$ cat config.mk
export PLATFORM = sky130hd
export DESIGN_NAME = rv_core
export DESIGN_NICKNAME = d
export VERILOG_FILES = /design/src/verilog/rv_core_pkg.sv /design/src/verilog/rv_core.sv /design/src/verilog/rv_ex_stage.sv /design/src/verilog/rv_id_stage.sv /design/src/verilog/rv_register_file.sv /design/src/verilog/rv_wb_stage.sv
export SDC_FILE = /design/constraint.sdc
export NUM_CORES = 2
export LEC_CHECK = 0
export BUFFER_PORTS_ARGS = -buffer_cell sky130_fd_sc_hd__buf_2
export CORE_ASPECT_RATIO = 1.1
export CORE_UTILIZATION = 30
export CTS_CLUSTER_SIZE = 40
export DETAILED_ROUTE_END_ITERATION = 8
export PLACE_DENSITY_LB_ADDON = 0.15
export SYNTH_ARGS = -nofsm -noshare
export SYNTH_HDL_FRONTEND = slang
export SYNTH_HIERARCHICAL = 1
export SYNTH_SLANG_ARGS = --single-unit
$ cat constraint.sdc
create_clock -name clk_i -period 5.9 [get_ports clk_i]
set_input_delay 1.18 -clock clk_i [delete_from_list [all_inputs] [get_ports clk_i]]
set_output_delay 1.18 -clock clk_i [all_outputs]
set_load 0.03 [all_outputs]
$ cat src/verilog/rv_core_pkg.sv
// RV32I subset only (OP, OP-IMM, LUI); no loads, stores, branches, CSRs or compressed code
package rv_core_pkg;

  // Datapath widths
  localparam int unsigned XLEN       = 32;
  localparam int unsigned REG_ADDR_W = 5;

  ////////////////////
  // Encodings
  ////////////////////

  // Major opcodes still decoded
  localparam logic [6:0] OPCODE_OP     = 7'b0110011;
  localparam logic [6:0] OPCODE_OP_IMM = 7'b0010011;
  localparam logic [6:0] OPCODE_LUI    = 7'b0110111;

  // funct7 values for the OP group and immediate shifts
  localparam logic [6:0] FUNCT7_BASE = 7'b0000000;
  localparam logic [6:0] FUNCT7_ALT  = 7'b0100000;

  // ALU operations executed in EX
  typedef enum logic [3:0] {
    ALU_ADD,
    ALU_SUB,
    ALU_AND,
    ALU_OR,
    ALU_XOR,
    ALU_SLL,
    ALU_SRL,
    ALU_SRA,
    ALU_SLT,
    ALU_SLTU
  } alu_op_e;

  // Register-register view
  typedef struct packed {
    logic [6:0]            funct7;
    logic [REG_ADDR_W-1:0] rs2;
    logic [REG_ADDR_W-1:0] rs1;
    logic [2:0]            funct3;
    logic [REG_ADDR_W-1:0] rd;
    logic [6:0]            opcode;
  } r_type_t;

  // Immediate view, LUI reuses imm/rs1/funct3 as its upper 20 bits
  typedef struct packed {
    logic [11:0]           imm;
    logic [REG_ADDR_W-1:0] rs1;
    logic [2:0]            funct3;
    logic [REG_ADDR_W-1:0] rd;
    logic [6:0]            opcode;
  } i_type_t;

  // One instruction word, two decodings
  typedef union packed {
    r_type_t r_type;
    i_type_t i_type;
  } instr_u;

  ////////////////////
  // Pipeline payloads
  ////////////////////

  // ID to EX
  typedef struct packed {
    alu_op_e               alu_op;
    logic [XLEN-1:0]       operand_a;
    logic [XLEN-1:0]       operand_b;
    logic [REG_ADDR_W-1:0] rd;
    logic                  rd_we;
    logic                  illegal;
  } id_ex_t;

  // EX to WB, also the forwarding bundle
  typedef struct packed {
    logic [REG_ADDR_W-1:0] rd;
    logic                  rd_we;
    logic [XLEN-1:0]       result;
    logic                  illegal;
  } ex_wb_t;

  // Retire stream payload, same layout as ex_wb_t
  typedef struct packed {
    logic [REG_ADDR_W-1:0] rd;
    logic                  rd_we;
    logic [XLEN-1:0]       result;
    logic                  illegal;
  } retire_t;

endpackage

$ cat src/verilog/rv_core.sv
// Three-stage ALU pipeline fed by an instruction stream; no fetch, PC, memory or traps
`timescale 1ns/1ps
module rv_core (
  input  logic                 clk_i,
  input  logic                 arst_n_i,
  // Instruction stream in
  input  logic                 instr_valid_i,
  output logic                 instr_ready_o,
  input  rv_core_pkg::instr_u  instr_i,
  // Retire stream out
  output logic                 retire_valid_o,
  input  logic                 retire_ready_i,
  output rv_core_pkg::retire_t retire_o
);
  import rv_core_pkg::*;

  // ID/EX handshake
  logic                  id_valid;
  logic                  ex_ready;
  id_ex_t                id_ex;
  // EX/WB handshake
  logic                  ex_valid;
  logic                  wb_ready;
  ex_wb_t                ex_wb;
  // Forwarding
  ex_wb_t                fwd_ex;
  ex_wb_t                fwd_wb;
  // Register file ports
  logic [REG_ADDR_W-1:0] rf_raddr_a;
  logic [REG_ADDR_W-1:0] rf_raddr_b;
  logic [XLEN-1:0]       rf_rdata_a;
  logic [XLEN-1:0]       rf_rdata_b;
  logic                  rf_we;
  logic [REG_ADDR_W-1:0] rf_waddr;
  logic [XLEN-1:0]       rf_wdata;

  ////////////////////
  // ID stage
  ////////////////////
  rv_id_stage u_id_stage (
    .clk_i          (clk_i),
    .arst_n_i       (arst_n_i),
    .instr_valid_i  (instr_valid_i),
    .instr_ready_o  (instr_ready_o),
    .instr_i        (instr_i),
    .rf_raddr_a_o   (rf_raddr_a),
    .rf_raddr_b_o   (rf_raddr_b),
    .rf_rdata_a_i   (rf_rdata_a),
    .rf_rdata_b_i   (rf_rdata_b),
    .fwd_ex_i       (fwd_ex),
    .fwd_wb_i       (fwd_wb),
    // EX holds an item exactly when ID/EX is valid
    .fwd_ex_valid_i (id_valid),
    .fwd_wb_valid_i (ex_valid),
    .id_valid_o     (id_valid),
    .ex_ready_i     (ex_ready),
    .id_ex_o        (id_ex)
  );

  // EX stage
  rv_ex_stage u_ex_stage (
    .clk_i      (clk_i),
    .arst_n_i   (arst_n_i),
    .id_valid_i (id_valid),
    .ex_ready_o (ex_ready),
    .id_ex_i    (id_ex),
    .ex_valid_o (ex_valid),
    .wb_ready_i (wb_ready),
    .ex_wb_o    (ex_wb),
    .fwd_ex_o   (fwd_ex)
  );

  // WB stage
  rv_wb_stage u_wb_stage (
    .ex_valid_i     (ex_valid),
    .wb_ready_o     (wb_ready),
    .ex_wb_i        (ex_wb),
    .retire_valid_o (retire_valid_o),
    .retire_ready_i (retire_ready_i),
    .retire_o       (retire_o),
    .rf_we_o        (rf_we),
    .rf_waddr_o     (rf_waddr),
    .rf_wdata_o     (rf_wdata),
    .fwd_wb_o       (fwd_wb)
  );

  ////////////////////
  // Register file
  ////////////////////
  rv_register_file u_register_file (
    .clk_i     (clk_i),
    .arst_n_i  (arst_n_i),
    .raddr_a_i (rf_raddr_a),
    .raddr_b_i (rf_raddr_b),
    .rdata_a_o (rf_rdata_a),
    .rdata_b_o (rf_rdata_b),
    .we_i      (rf_we),
    .waddr_i   (rf_waddr),
    .wdata_i   (rf_wdata)
  );

endmodule

$ cat src/verilog/rv_ex_stage.sv
// Single-cycle ALU; shifts use operand_b[4:0], illegal items always produce zero
`timescale 1ns/1ps
module rv_ex_stage (
  input  logic                clk_i,
  input  logic                arst_n_i,
  // ID/EX handshake
  input  logic                id_valid_i,
  output logic                ex_ready_o,
  input  rv_core_pkg::id_ex_t id_ex_i,
  // EX/WB handshake
  output logic                ex_valid_o,
  input  logic                wb_ready_i,
  output rv_core_pkg::ex_wb_t ex_wb_o,
  // Result of the item in EX, for ID
  output rv_core_pkg::ex_wb_t fwd_ex_o
);
  import rv_core_pkg::*;

  logic [XLEN-1:0] alu_result;
  logic [4:0]      shamt;
  logic            lt_signed;
  logic            lt_unsigned;
  ex_wb_t          ex_wb_d;
  ex_wb_t          ex_wb_q;
  logic            ex_valid_q;

  ////////////////////
  // ALU
  ////////////////////
  assign shamt       = id_ex_i.operand_b[4:0];
  assign lt_signed   = $signed(id_ex_i.operand_a) < $signed(id_ex_i.operand_b);
  assign lt_unsigned = id_ex_i.operand_a < id_ex_i.operand_b;

  always_comb begin
    alu_result = '0;
    case (id_ex_i.alu_op)
      ALU_ADD:  alu_result = id_ex_i.operand_a + id_ex_i.operand_b;
      ALU_SUB:  alu_result = id_ex_i.operand_a - id_ex_i.operand_b;
      ALU_AND:  alu_result = id_ex_i.operand_a & id_ex_i.operand_b;
      ALU_OR:   alu_result = id_ex_i.operand_a | id_ex_i.operand_b;
      ALU_XOR:  alu_result = id_ex_i.operand_a ^ id_ex_i.operand_b;
      ALU_SLL:  alu_result = id_ex_i.operand_a << shamt;
      ALU_SRL:  alu_result = id_ex_i.operand_a >> shamt;
      // Arithmetic shift keeps the sign
      ALU_SRA:  alu_result = $unsigned($signed(id_ex_i.operand_a) >>> shamt);
      ALU_SLT:  alu_result = {{(XLEN-1){1'b0}}, lt_signed};
      ALU_SLTU: alu_result = {{(XLEN-1){1'b0}}, lt_unsigned};
      default:  alu_result = '0;
    endcase
    // Illegal words retire with zero
    if (id_ex_i.illegal) begin
      alu_result = '0;
    end
  end

  // Item as it will sit in EX/WB
  always_comb begin
    ex_wb_d.rd      = id_ex_i.rd;
    ex_wb_d.rd_we   = id_ex_i.rd_we;
    ex_wb_d.result  = alu_result;
    ex_wb_d.illegal = id_ex_i.illegal;
  end

  // Forwarded before it is registered
  assign fwd_ex_o = ex_wb_d;

  ////////////////////
  // EX/WB register
  ////////////////////
  assign ex_ready_o = !ex_valid_q || wb_ready_i;

  always_ff @(posedge clk_i or negedge arst_n_i) begin
    if (!arst_n_i) begin
      ex_valid_q <= 1'b0;
    end else if (ex_ready_o) begin
      ex_valid_q <= id_valid_i;
    end
  end

  always_ff @(posedge clk_i) begin
    if (id_valid_i && ex_ready_o) begin
      ex_wb_q <= ex_wb_d;
    end
  end

  assign ex_valid_o = ex_valid_q;
  assign ex_wb_o    = ex_wb_q;

endmodule

$ cat src/verilog/rv_id_stage.sv
// Decodes OP, OP-IMM and LUI only; other words leave as illegal with no register write
`timescale 1ns/1ps
module rv_id_stage (
  input  logic                               clk_i,
  input  logic                               arst_n_i,
  // Instruction stream
  input  logic                               instr_valid_i,
  output logic                               instr_ready_o,
  input  rv_core_pkg::instr_u                instr_i,
  // Register file read
  output logic [rv_core_pkg::REG_ADDR_W-1:0] rf_raddr_a_o,
  output logic [rv_core_pkg::REG_ADDR_W-1:0] rf_raddr_b_o,
  input  logic [rv_core_pkg::XLEN-1:0]       rf_rdata_a_i,
  input  logic [rv_core_pkg::XLEN-1:0]       rf_rdata_b_i,
  // Forwarding from EX and WB
  input  rv_core_pkg::ex_wb_t                fwd_ex_i,
  input  rv_core_pkg::ex_wb_t                fwd_wb_i,
  input  logic                               fwd_ex_valid_i,
  input  logic                               fwd_wb_valid_i,
  // ID/EX handshake
  output logic                               id_valid_o,
  input  logic                               ex_ready_i,
  output rv_core_pkg::id_ex_t                id_ex_o
);
  import rv_core_pkg::*;

  // Instruction holding register
  logic            ir_valid_q;
  instr_u          ir_q;
  // ID/EX register
  logic            id_valid_q;
  id_ex_t          id_ex_q;
  id_ex_t          id_ex_d;
  logic            id_ready;
  // Resolved sources
  logic [XLEN-1:0] rs1_val;
  logic [XLEN-1:0] rs2_val;
  logic [XLEN-1:0] imm_i;

  // Youngest valid writer wins, x0 never matches
  function automatic logic [XLEN-1:0] resolve_src(
    input logic [REG_ADDR_W-1:0] addr,
    input logic [XLEN-1:0]       rf_data,
    input ex_wb_t                ex,
    input logic                  ex_v,
    input ex_wb_t                wb,
    input logic                  wb_v
  );
    logic [XLEN-1:0] val;
    val = rf_data;
    if (wb_v && wb.rd_we && (wb.rd != '0) && (wb.rd == addr)) begin
      val = wb.result;
    end
    // EX is younger, so it overrides WB
    if (ex_v && ex.rd_we && (ex.rd != '0) && (ex.rd == addr)) begin
      val = ex.result;
    end
    return val;
  endfunction

  ////////////////////
  // Register read
  ////////////////////
  assign rf_raddr_a_o = ir_q.r_type.rs1;
  assign rf_raddr_b_o = ir_q.r_type.rs2;
  assign rs1_val = resolve_src(ir_q.r_type.rs1, rf_rdata_a_i, fwd_ex_i, fwd_ex_valid_i,
                               fwd_wb_i, fwd_wb_valid_i);
  assign rs2_val = resolve_src(ir_q.r_type.rs2, rf_rdata_b_i, fwd_ex_i, fwd_ex_valid_i,
                               fwd_wb_i, fwd_wb_valid_i);

  // Sign-extended I immediate
  assign imm_i = {{(XLEN-12){ir_q.i_type.imm[11]}}, ir_q.i_type.imm};

  ////////////////////
  // Decode
  ////////////////////
  always_comb begin
    id_ex_d           = '0;
    id_ex_d.alu_op    = ALU_ADD;
    id_ex_d.operand_a = rs1_val;
    id_ex_d.rd        = ir_q.r_type.rd;
    case (ir_q.r_type.opcode)
      OPCODE_OP: begin
        id_ex_d.operand_b = rs2_val;
        case ({ir_q.r_type.funct7, ir_q.r_type.funct3})
          {FUNCT7_BASE, 3'b000}: id_ex_d.alu_op = ALU_ADD;
          {FUNCT7_ALT,  3'b000}: id_ex_d.alu_op = ALU_SUB;
          {FUNCT7_BASE, 3'b001}: id_ex_d.alu_op = ALU_SLL;
          {FUNCT7_BASE, 3'b010}: id_ex_d.alu_op = ALU_SLT;
          {FUNCT7_BASE, 3'b011}: id_ex_d.alu_op = ALU_SLTU;
          {FUNCT7_BASE, 3'b100}: id_ex_d.alu_op = ALU_XOR;
          {FUNCT7_BASE, 3'b101}: id_ex_d.alu_op = ALU_SRL;
          {FUNCT7_ALT,  3'b101}: id_ex_d.alu_op = ALU_SRA;
          {FUNCT7_BASE, 3'b110}: id_ex_d.alu_op = ALU_OR;
          {FUNCT7_BASE, 3'b111}: id_ex_d.alu_op = ALU_AND;
          default:               id_ex_d.illegal = 1'b1;
        endcase
      end
      OPCODE_OP_IMM: begin
        id_ex_d.operand_b = imm_i;
        // Shift immediates still carry funct7 in the upper imm bits
        case ({ir_q.r_type.funct7, ir_q.i_type.funct3}) inside
          {7'b???????, 3'b000}:  id_ex_d.alu_op = ALU_ADD;
          {7'b???????, 3'b010}:  id_ex_d.alu_op = ALU_SLT;
          {7'b???????, 3'b011}:  id_ex_d.alu_op = ALU_SLTU;
          {7'b???????, 3'b100}:  id_ex_d.alu_op = ALU_XOR;
          {7'b???????, 3'b110}:  id_ex_d.alu_op = ALU_OR;
          {7'b???????, 3'b111}:  id_ex_d.alu_op = ALU_AND;
          {FUNCT7_BASE, 3'b001}: id_ex_d.alu_op = ALU_SLL;
          {FUNCT7_BASE, 3'b101}: id_ex_d.alu_op = ALU_SRL;
          {FUNCT7_ALT,  3'b101}: id_ex_d.alu_op = ALU_SRA;
          default:               id_ex_d.illegal = 1'b1;
        endcase
      end
      OPCODE_LUI: begin
        // rs1 field is immediate here, so no source
        id_ex_d.operand_a = '0;
        id_ex_d.operand_b = {ir_q.i_type.imm, ir_q.i_type.rs1, ir_q.i_type.funct3, 12'b0};
      end
      default: begin
        id_ex_d.illegal = 1'b1;
      end
    endcase
    id_ex_d.rd_we = !id_ex_d.illegal;
  end

  ////////////////////
  // Handshake and registers
  ////////////////////
  // Each slot accepts when empty or draining
  assign id_ready      = !id_valid_q || ex_ready_i;
  assign instr_ready_o = !ir_valid_q || id_ready;

  always_ff @(posedge clk_i or negedge arst_n_i) begin
    if (!arst_n_i) begin
      ir_valid_q <= 1'b0;
      id_valid_q <= 1'b0;
    end else begin
      if (instr_ready_o) begin
        ir_valid_q <= instr_valid_i;
      end
      if (id_ready) begin
        id_valid_q <= ir_valid_q;
      end
    end
  end

  // Payload only, qualified by the valids above
  always_ff @(posedge clk_i) begin
    if (instr_valid_i && instr_ready_o) begin
      ir_q <= instr_i;
    end
    if (ir_valid_q && id_ready) begin
      id_ex_q <= id_ex_d;
    end
  end

  assign id_valid_o = id_valid_q;
  assign id_ex_o    = id_ex_q;

endmodule

$ cat src/verilog/rv_register_file.sv
// Two async read ports, one write port; x0 hardwired to zero, writes seen the next cycle
`timescale 1ns/1ps
module rv_register_file (
  input  logic                               clk_i,
  input  logic                               arst_n_i,
  // Read ports
  input  logic [rv_core_pkg::REG_ADDR_W-1:0] raddr_a_i,
  input  logic [rv_core_pkg::REG_ADDR_W-1:0] raddr_b_i,
  output logic [rv_core_pkg::XLEN-1:0]       rdata_a_o,
  output logic [rv_core_pkg::XLEN-1:0]       rdata_b_o,
  // Write port
  input  logic                               we_i,
  input  logic [rv_core_pkg::REG_ADDR_W-1:0] waddr_i,
  input  logic [rv_core_pkg::XLEN-1:0]       wdata_i
);
  import rv_core_pkg::*;

  // x1..x31 only, x0 has no storage
  logic [XLEN-1:0] regs_q [1:31];

  always_ff @(posedge clk_i or negedge arst_n_i) begin
    if (!arst_n_i) begin
      for (int i = 1; i < 32; i++) begin
        regs_q[i] <= '0;
      end
    end else if (we_i && (waddr_i != '0)) begin
      regs_q[waddr_i] <= wdata_i;
    end
  end

  // No write-through, same-cycle data comes from WB forwarding
  assign rdata_a_o = (raddr_a_i == '0) ? '0 : regs_q[raddr_a_i];
  assign rdata_b_o = (raddr_b_i == '0) ? '0 : regs_q[raddr_b_i];

endmodule

$ cat src/verilog/rv_wb_stage.sv
// Purely combinational; commits rd only on the retire transfer, so a stall holds the write
`timescale 1ns/1ps
module rv_wb_stage (
  // EX/WB handshake
  input  logic                               ex_valid_i,
  output logic                               wb_ready_o,
  input  rv_core_pkg::ex_wb_t                ex_wb_i,
  // Retire stream
  output logic                               retire_valid_o,
  input  logic                               retire_ready_i,
  output rv_core_pkg::retire_t               retire_o,
  // Register file write
  output logic                               rf_we_o,
  output logic [rv_core_pkg::REG_ADDR_W-1:0] rf_waddr_o,
  output logic [rv_core_pkg::XLEN-1:0]       rf_wdata_o,
  // Held item, for ID
  output rv_core_pkg::ex_wb_t                fwd_wb_o
);
  import rv_core_pkg::*;

  logic retire_fire;

  // Stall propagates back only when something is held
  assign wb_ready_o     = !ex_valid_i || retire_ready_i;
  assign retire_valid_o = ex_valid_i;
  assign retire_fire    = ex_valid_i && retire_ready_i;

  // External payload, field by field
  always_comb begin
    retire_o.rd      = ex_wb_i.rd;
    retire_o.rd_we   = ex_wb_i.rd_we;
    retire_o.result  = ex_wb_i.result;
    retire_o.illegal = ex_wb_i.illegal;
  end

  // Write port, x0 filtered in the register file
  assign rf_we_o    = retire_fire && ex_wb_i.rd_we;
  assign rf_waddr_o = ex_wb_i.rd;
  assign rf_wdata_o = ex_wb_i.result;

  assign fwd_wb_o = ex_wb_i;

endmodule

== Word-level counts from Yosys, hierarchy flattened ==
Index checks and enable logic that the tools add are counted.

* Shift-type cells: 3
* $lt $le $gt $ge: 6
* $add $sub $neg: 2
* Bitwise gates (word level): 6
* Multiplexer cells: 40
* Reductions and logical operators: 31
* Eq/ne operators: 30

{| class="wikitable"
|+ Operators with widths
! kind !! number
|-
| $bwmux W992 || 1
|-
| $mux W32 || 12
|-
| $bmux W32 S5 || 2
|-
| $pmux W32 S10 || 1
|-
| $demux W32 S5 || 1
|-
| $pmux W32 S3 || 1
|-
| $lt A32 B32 Y1 || 2
|-
| $eq A10 B3 Y1 const B || 4
|-
| $pmux W4 S9 || 1
|-
| $add A32 B32 Y32 || 1
|-
| $and A32 B32 Y32 || 1
|-
| $mux W4 || 8
|-
| $or A32 B32 Y32 || 1
|-
| $shl A32 B5 Y32 || 1
|-
| $shr A32 B5 Y32 || 1
|-
| $sshr A32 B5 Y32 || 1
|-
| $sub A32 B32 Y32 || 1
|-
| $xor A32 B32 Y32 || 1
|-
| $eq A10 B2 Y1 const B || 2
|-
| $eq A10 B9 Y1 const B || 2
|-
| $eq A5 B5 Y1 || 4
|-
| $ge A6 B6 Y1 const B || 3
|-
| $not A5 Y6 || 3
|-
| $eq A4 B3 Y1 const B || 4
|-
| 22 further kinds || 59
|}

* Logic and storage cells: 163
* Flip-flop bits (word level): 1,141
* Bits of input ports: 36

== Logic depth before layout (Yosys ltp) ==
* Word-level depth: 12
* Mapped depth: 17
* Gate-level depth less buffers: 14

== By module ==
Netlist, hierarchy kept.

{| class="wikitable"
|+ By module, submodules not included
! module !! sequential area each (µm²) !! instances !! area an instance (µm²) !! cells an instance
|-
| rv_register_file || 24,823.8 || 1 || 53,585.1 || 3,776
|-
| rv_ex_stage || 1,196.1 || 1 || 10,470.0 || 1,393
|-
| rv_id_stage || 3,263.1 || 1 || 5,953.2 || 543
|-
| rv_wb_stage || 0.0 || 1 || 883.3 || 118
|}

== Worst setup path before layout ==
OpenSTA, ideal clock, no wires.

* Path kind: register -> register
* Start point: reg u_id_stage.id_ex_q (netlist bit u_id_stage/id_ex_o[10])
* End point: reg u_id_stage.id_ex_q (netlist bit u_id_stage/id_ex_o[30]), data pin
* Required time: 5,629 ps
* Arrival time: 3,881 ps
* Setup time: 271 ps
* Buffers on the path: 5
* Stages on the path, launching flop included: 18
* Path slack: 1,748 ps
* Cells stage by stage: edfxtp_1 clkbuf_1 inv_1 clkbuf_1 buf_2 buf_1 ha_1 buf_4 nor2b_1 a2111oi_4 nor4_1 a2111o_1 o31a_1 a21oi_1 nor2_1 o31a_1 o21ai_0 o22ai_1

{| class="wikitable"
|+ RTL lines
! element !! line !! RTL
|-
| start: declaration || rv_id_stage.sv:32 || <nowiki>id_ex_t id_ex_q;</nowiki>
|-
| start signal: assignment || rv_id_stage.sv:154 || <nowiki>id_ex_q <= id_ex_d;</nowiki>
|}

==> flow_summary.html <==
<table>
<tr><th>Metric</th><th>Value</th></tr>
<tr><th colspan="2">Detailed routing</th></tr>
<tr><td>Via Count</td><td>51200</td></tr>
<tr><td>Detailed router's first-iteration violation count</td><td>4792</td></tr>
<tr><td>DR WL/cell</td><td>33.0 um</td></tr>
<tr><td>Drt via density</td><td>5.83</td></tr>
<tr><td>Total wirelength of the detailed-routed design</td><td>289 mm</td></tr>
<tr><td>Remaining DRCs</td><td>0</td></tr>
<tr><td>Number of antenna-violating nets in the routed design</td><td>0</td></tr>
<tr><td>Detailed-router iteration count before antenna repair</td><td>6</td></tr>
<tr><th colspan="2">Critical path</th></tr>
<tr><td>Worst setup slack for register-to-register paths</td><td>1.08 ns</td></tr>
<tr><td>Endpoint required time on the critical path</td><td>6.54 ns</td></tr>
<tr><td>R2r startpoint</td><td>u_id_stage/id_ex_o[8]</td></tr>
<tr><td>Reg2reg path depth</td><td>12</td></tr>
<tr><td>Capturing element type of the critical path</td><td>flip-flop</td></tr>
<tr><td>Crit Reg-Reg Endpoint</td><td>u_id_stage/id_ex_o[64]</td></tr>
<tr><td>Slowest cell on crit path</td><td>o31ai_1</td></tr>
<tr><td>Type of the worst setup path</td><td>flip-flop to flip-flop</td></tr>
<tr><td>Maximum fanout count along the critical path</td><td>27</td></tr>
<tr><td>Crit path DAT</td><td>5.46 ns</td></tr>
<tr><td>Critical path cell sequence</td><td>inv_2, ha_1, a211oi_1, o21ai_1, a41oi_1, o21ai_1, o31ai_1, nor4_1, or4_1, nand3_1, o21ai_0, a31oi_1</td></tr>
<tr><td>Startpoint type of the worst setup path</td><td>flip-flop</td></tr>
<tr><td>CP max stage delay</td><td>0.65 ns</td></tr>
<tr><td>Critical path's top delay family</td><td>compound AO/OA/AOI/OAI gates</td></tr>
<tr><td>Critical Path Most Common Cell</td><td>o21ai_1</td></tr>
<tr><td>Buffers plus inverters on the worst setup path</td><td>1</td></tr>
<tr><th colspan="2">STA</th></tr>
<tr><td>Actual slew at the worst max-slew pin</td><td>1.39 ns</td></tr>
<tr><td>Period utilization</td><td>81.7%</td></tr>
<tr><td>Max-slew headroom at the worst pin</td><td>6.71%</td></tr>
<tr><td>Setup tns final</td><td>0 ns</td></tr>
<tr><td>F_max</td><td>207 MHz</td></tr>
<tr><td>Post-layout min period</td><td>4.82 ns</td></tr>
<tr><td>Total of endpoints with negative setup slack in the final report</td><td>0</td></tr>
<tr><td>Final number of hold-violating endpoints</td><td>0</td></tr>
<tr><td>Pins Over Slew Limit</td><td>0</td></tr>
<tr><td>Clock skew after layout</td><td>0.0400 ns</td></tr>
<tr><td>Setup repair after global routing missed its margin</td><td>no</td></tr>
<tr><th colspan="2">Clock tree</th></tr>
<tr><td>Clock latency on the worst-skew pair</td><td>0.82 ns</td></tr>
<tr><td>Clock tree from TritonCTS</td><td>built</td></tr>
<tr><td>CTS Sinks</td><td>1141</td></tr>
<tr><td>Setup repair bufs after CTS</td><td>0</td></tr>
<tr><td>Hold_buf cts</td><td>0</td></tr>
<tr><td>CTS root buf</td><td>clkbuf_16</td></tr>
<tr><td>Clock slew at the register clock pins of the worst setup and hold paths</td><td>0.07 ns</td></tr>
<tr><td>Maximum clock path buffer count</td><td>3</td></tr>
<tr><td>Deepest level of the CTS H-tree</td><td>4</td></tr>
<tr><td>Num CTS Buffers</td><td>136</td></tr>
<tr><td>Gates resized, CTS repair</td><td>0</td></tr>
<tr><th colspan="2">Layout</th></tr>
<tr><td>Area of combinational cells with multiple inputs</td><td>37900 um^2</td></tr>
<tr><td>Most frequent cells in the layout</td><td>mux2_2, dfrtp_1, mux4_2</td></tr>
<tr><td>Number of nets at the end of the flow</td><td>5696</td></tr>
<tr><td>Number of fill cells in the layout</td><td>23400</td></tr>
<tr><td>Area Overhead vs Synth</td><td>10.5%</td></tr>
<tr><td>Area taken by flip-flops and latches</td><td>29300 um^2</td></tr>
<tr><td>Most common cell after layout, fill and taps aside</td><td>mux2_2</td></tr>
<tr><td>Share of post-route cells with drive strength above 1</td><td>37.4%</td></tr>
<tr><td>Layout Cell Area excl Fill</td><td>78300 um^2</td></tr>
<tr><th colspan="2">GRT</th></tr>
<tr><td>Overall Global Routing Usage</td><td>24.0%</td></tr>
<tr><td>Largest net degree at the start of global routing</td><td>156</td></tr>
<tr><td>Met2 layer usage reported by global route</td><td>38.2%</td></tr>
<tr><td>Grt peak-use layer</td><td>met2</td></tr>
<tr><td>Number of global-route vias before repair</td><td>51900</td></tr>
<tr><td>Global Route met1 Usage</td><td>32.5%</td></tr>
<tr><td>Wire length of the first global-routing pass</td><td>412 mm</td></tr>
<tr><td>GR Layer Usage met3</td><td>3.61%</td></tr>
<tr><td>Sum of overflow across all layers after global routing</td><td>0</td></tr>
<tr><td>Antenna violations before repair</td><td>17</td></tr>
<tr><th colspan="2">Floorplan</th></tr>
<tr><td>Initial core utilization</td><td>30.3%</td></tr>
<tr><td>I/O pin count</td><td>77</td></tr>
<tr><td>Floorplan die area</td><td>238000 um^2</td></tr>
<tr><td>Total number of placement rows</td><td>186</td></tr>
<tr><td>Floorplan die height</td><td>512 um</td></tr>
<tr><td>Horizontal die dimension</td><td>465 um</td></tr>
<tr><td>Area of the core region</td><td>234000 um^2</td></tr>
<tr><th colspan="2">Power</th></tr>
<tr><td>Power density over cell area</td><td>308 nW/um^2</td></tr>
<tr><td>Leakage power</td><td>33.5 nW</td></tr>
<tr><td>Peak supply drop</td><td>0.241 mV</td></tr>
<tr><th colspan="2">Placement</th></tr>
<tr><td>Instance area at placement</td><td>73800 um^2</td></tr>
<tr><td>RD Place Congestion</td><td>0.997</td></tr>
<tr><td>IO Port Bufs</td><td>76</td></tr>
<tr><td>Detailed placer's ending HPWL</td><td>184 mm</td></tr>
<tr><th colspan="2">Flow run</th></tr>
<tr><td>Number of max-capacitance violations reported</td><td>0</td></tr>
<tr><th colspan="2">Status</th></tr>
<tr><td>Status</td><td>finished, final reports clean</td></tr>
<tr><th colspan="2">Synth</th></tr>
<tr><td>Total nets after synthesis</td><td>5966</td></tr>
<tr><td>Number of cells produced by synthesis</td><td>5828</td></tr>
<tr><td>Post-synthesis cell area</td><td>70900 um^2</td></tr>
<tr><td>Mapped Avg Cell Area</td><td>12.2 um^2</td></tr>
<tr><td>Yosys warning total</td><td>6</td></tr>
<tr><th colspan="2">Hold path</th></tr>
<tr><td>Worst hold path type</td><td>primary input to async pin</td></tr>
</table>
-- where the power goes --
part           internal [W]  total (W)  switching, W
Combinational       0.00250    0.00560       0.00310
Sequential          0.00906    0.00998      0.000927
Clock               0.00494    0.00858       0.00364
Total                0.0165     0.0242       0.00767
-- how the worst max path moves through the flow --
stage	slack, ns	cells after the start	end	start
finish	1.08	12	u_id_stage/id_ex_o[64]	u_id_stage/id_ex_o[8]
detailed placement	1.28	12	u_id_stage/id_ex_o[64]	u_id_stage/id_ex_o[8]
floorplan	1.75	17	u_id_stage/id_ex_o[30]	u_id_stage/id_ex_o[10]
global route	0.93	12	u_id_stage/id_ex_o[64]	u_id_stage/id_ex_o[8]
CTS	1.27	12	u_id_stage/id_ex_o[64]	u_id_stage/id_ex_o[8]
global placement	1.19	11	u_id_stage/id_ex_o[28]	u_id_stage/id_ex_o[7]
-- registers in the layout (all words and copies together), names as in the netlist --
register / cells
u_register_file/regs_q: 992
u_id_stage/id_ex_o: 75
u_ex_stage/ex_wb_o: 39
u_id_stage/ir_q: 32
u_ex_stage/ex_valid_o: 1
u_id_stage/id_valid_o: 1
u_id_stage/ir_valid_q: 1
-- stage by stage --
stage               hold slack, ns  cells  utilization [%]  setup slack, ns  power, W
floorplan                    0.400   5828                -             1.75    0.0137
detailed placement           0.418   8522             31.5             1.28    0.0157
global placement             0.417   8522             31.5             1.19    0.0156
finish                       0.355   8778             33.5             1.08    0.0242
CTS                          0.346   8769             33.5             1.27    0.0243
global route                 0.390   8770             33.5            0.928    0.0252
-- final cells by class --
class | instances | area share, %
clock buffer | 203 | 5.14
antenna | 9 | 0.0287
inverter | 107 | 0.516
tap | 3102 | 4.95
timing repair buffer | 279 | 3.03
multi-input combinational | 3893 | 48.4
sequential | 1141 | 37.4
clock inverter | 44 | 0.589
-- metal layers --
| layer | up-vias | routed length, um |
|---|---|---|
| li1 | 21400 | - |
| met1 | 27600 | 126000 |
| met2 | 1791 | 134000 |
| met3 | 404 | 16100 |
| met4 | 8 | 13100 |
| met5 | - | 47 |
-- worst register-to-register path, delay by kind of cell, from the launching register on --
family | cells | cell delay [ns]
AO/OA/AOI/OAI | 7 | 2.24
adder cells (fa/ha/maj) | 1 | 0.42
buffers and inverters | 1 | 0.64
flip-flops | 1 | 0.40
AND/OR/NAND/NOR | 3 | 0.97
No activity file was read; power rests on OpenSTA's default activity.
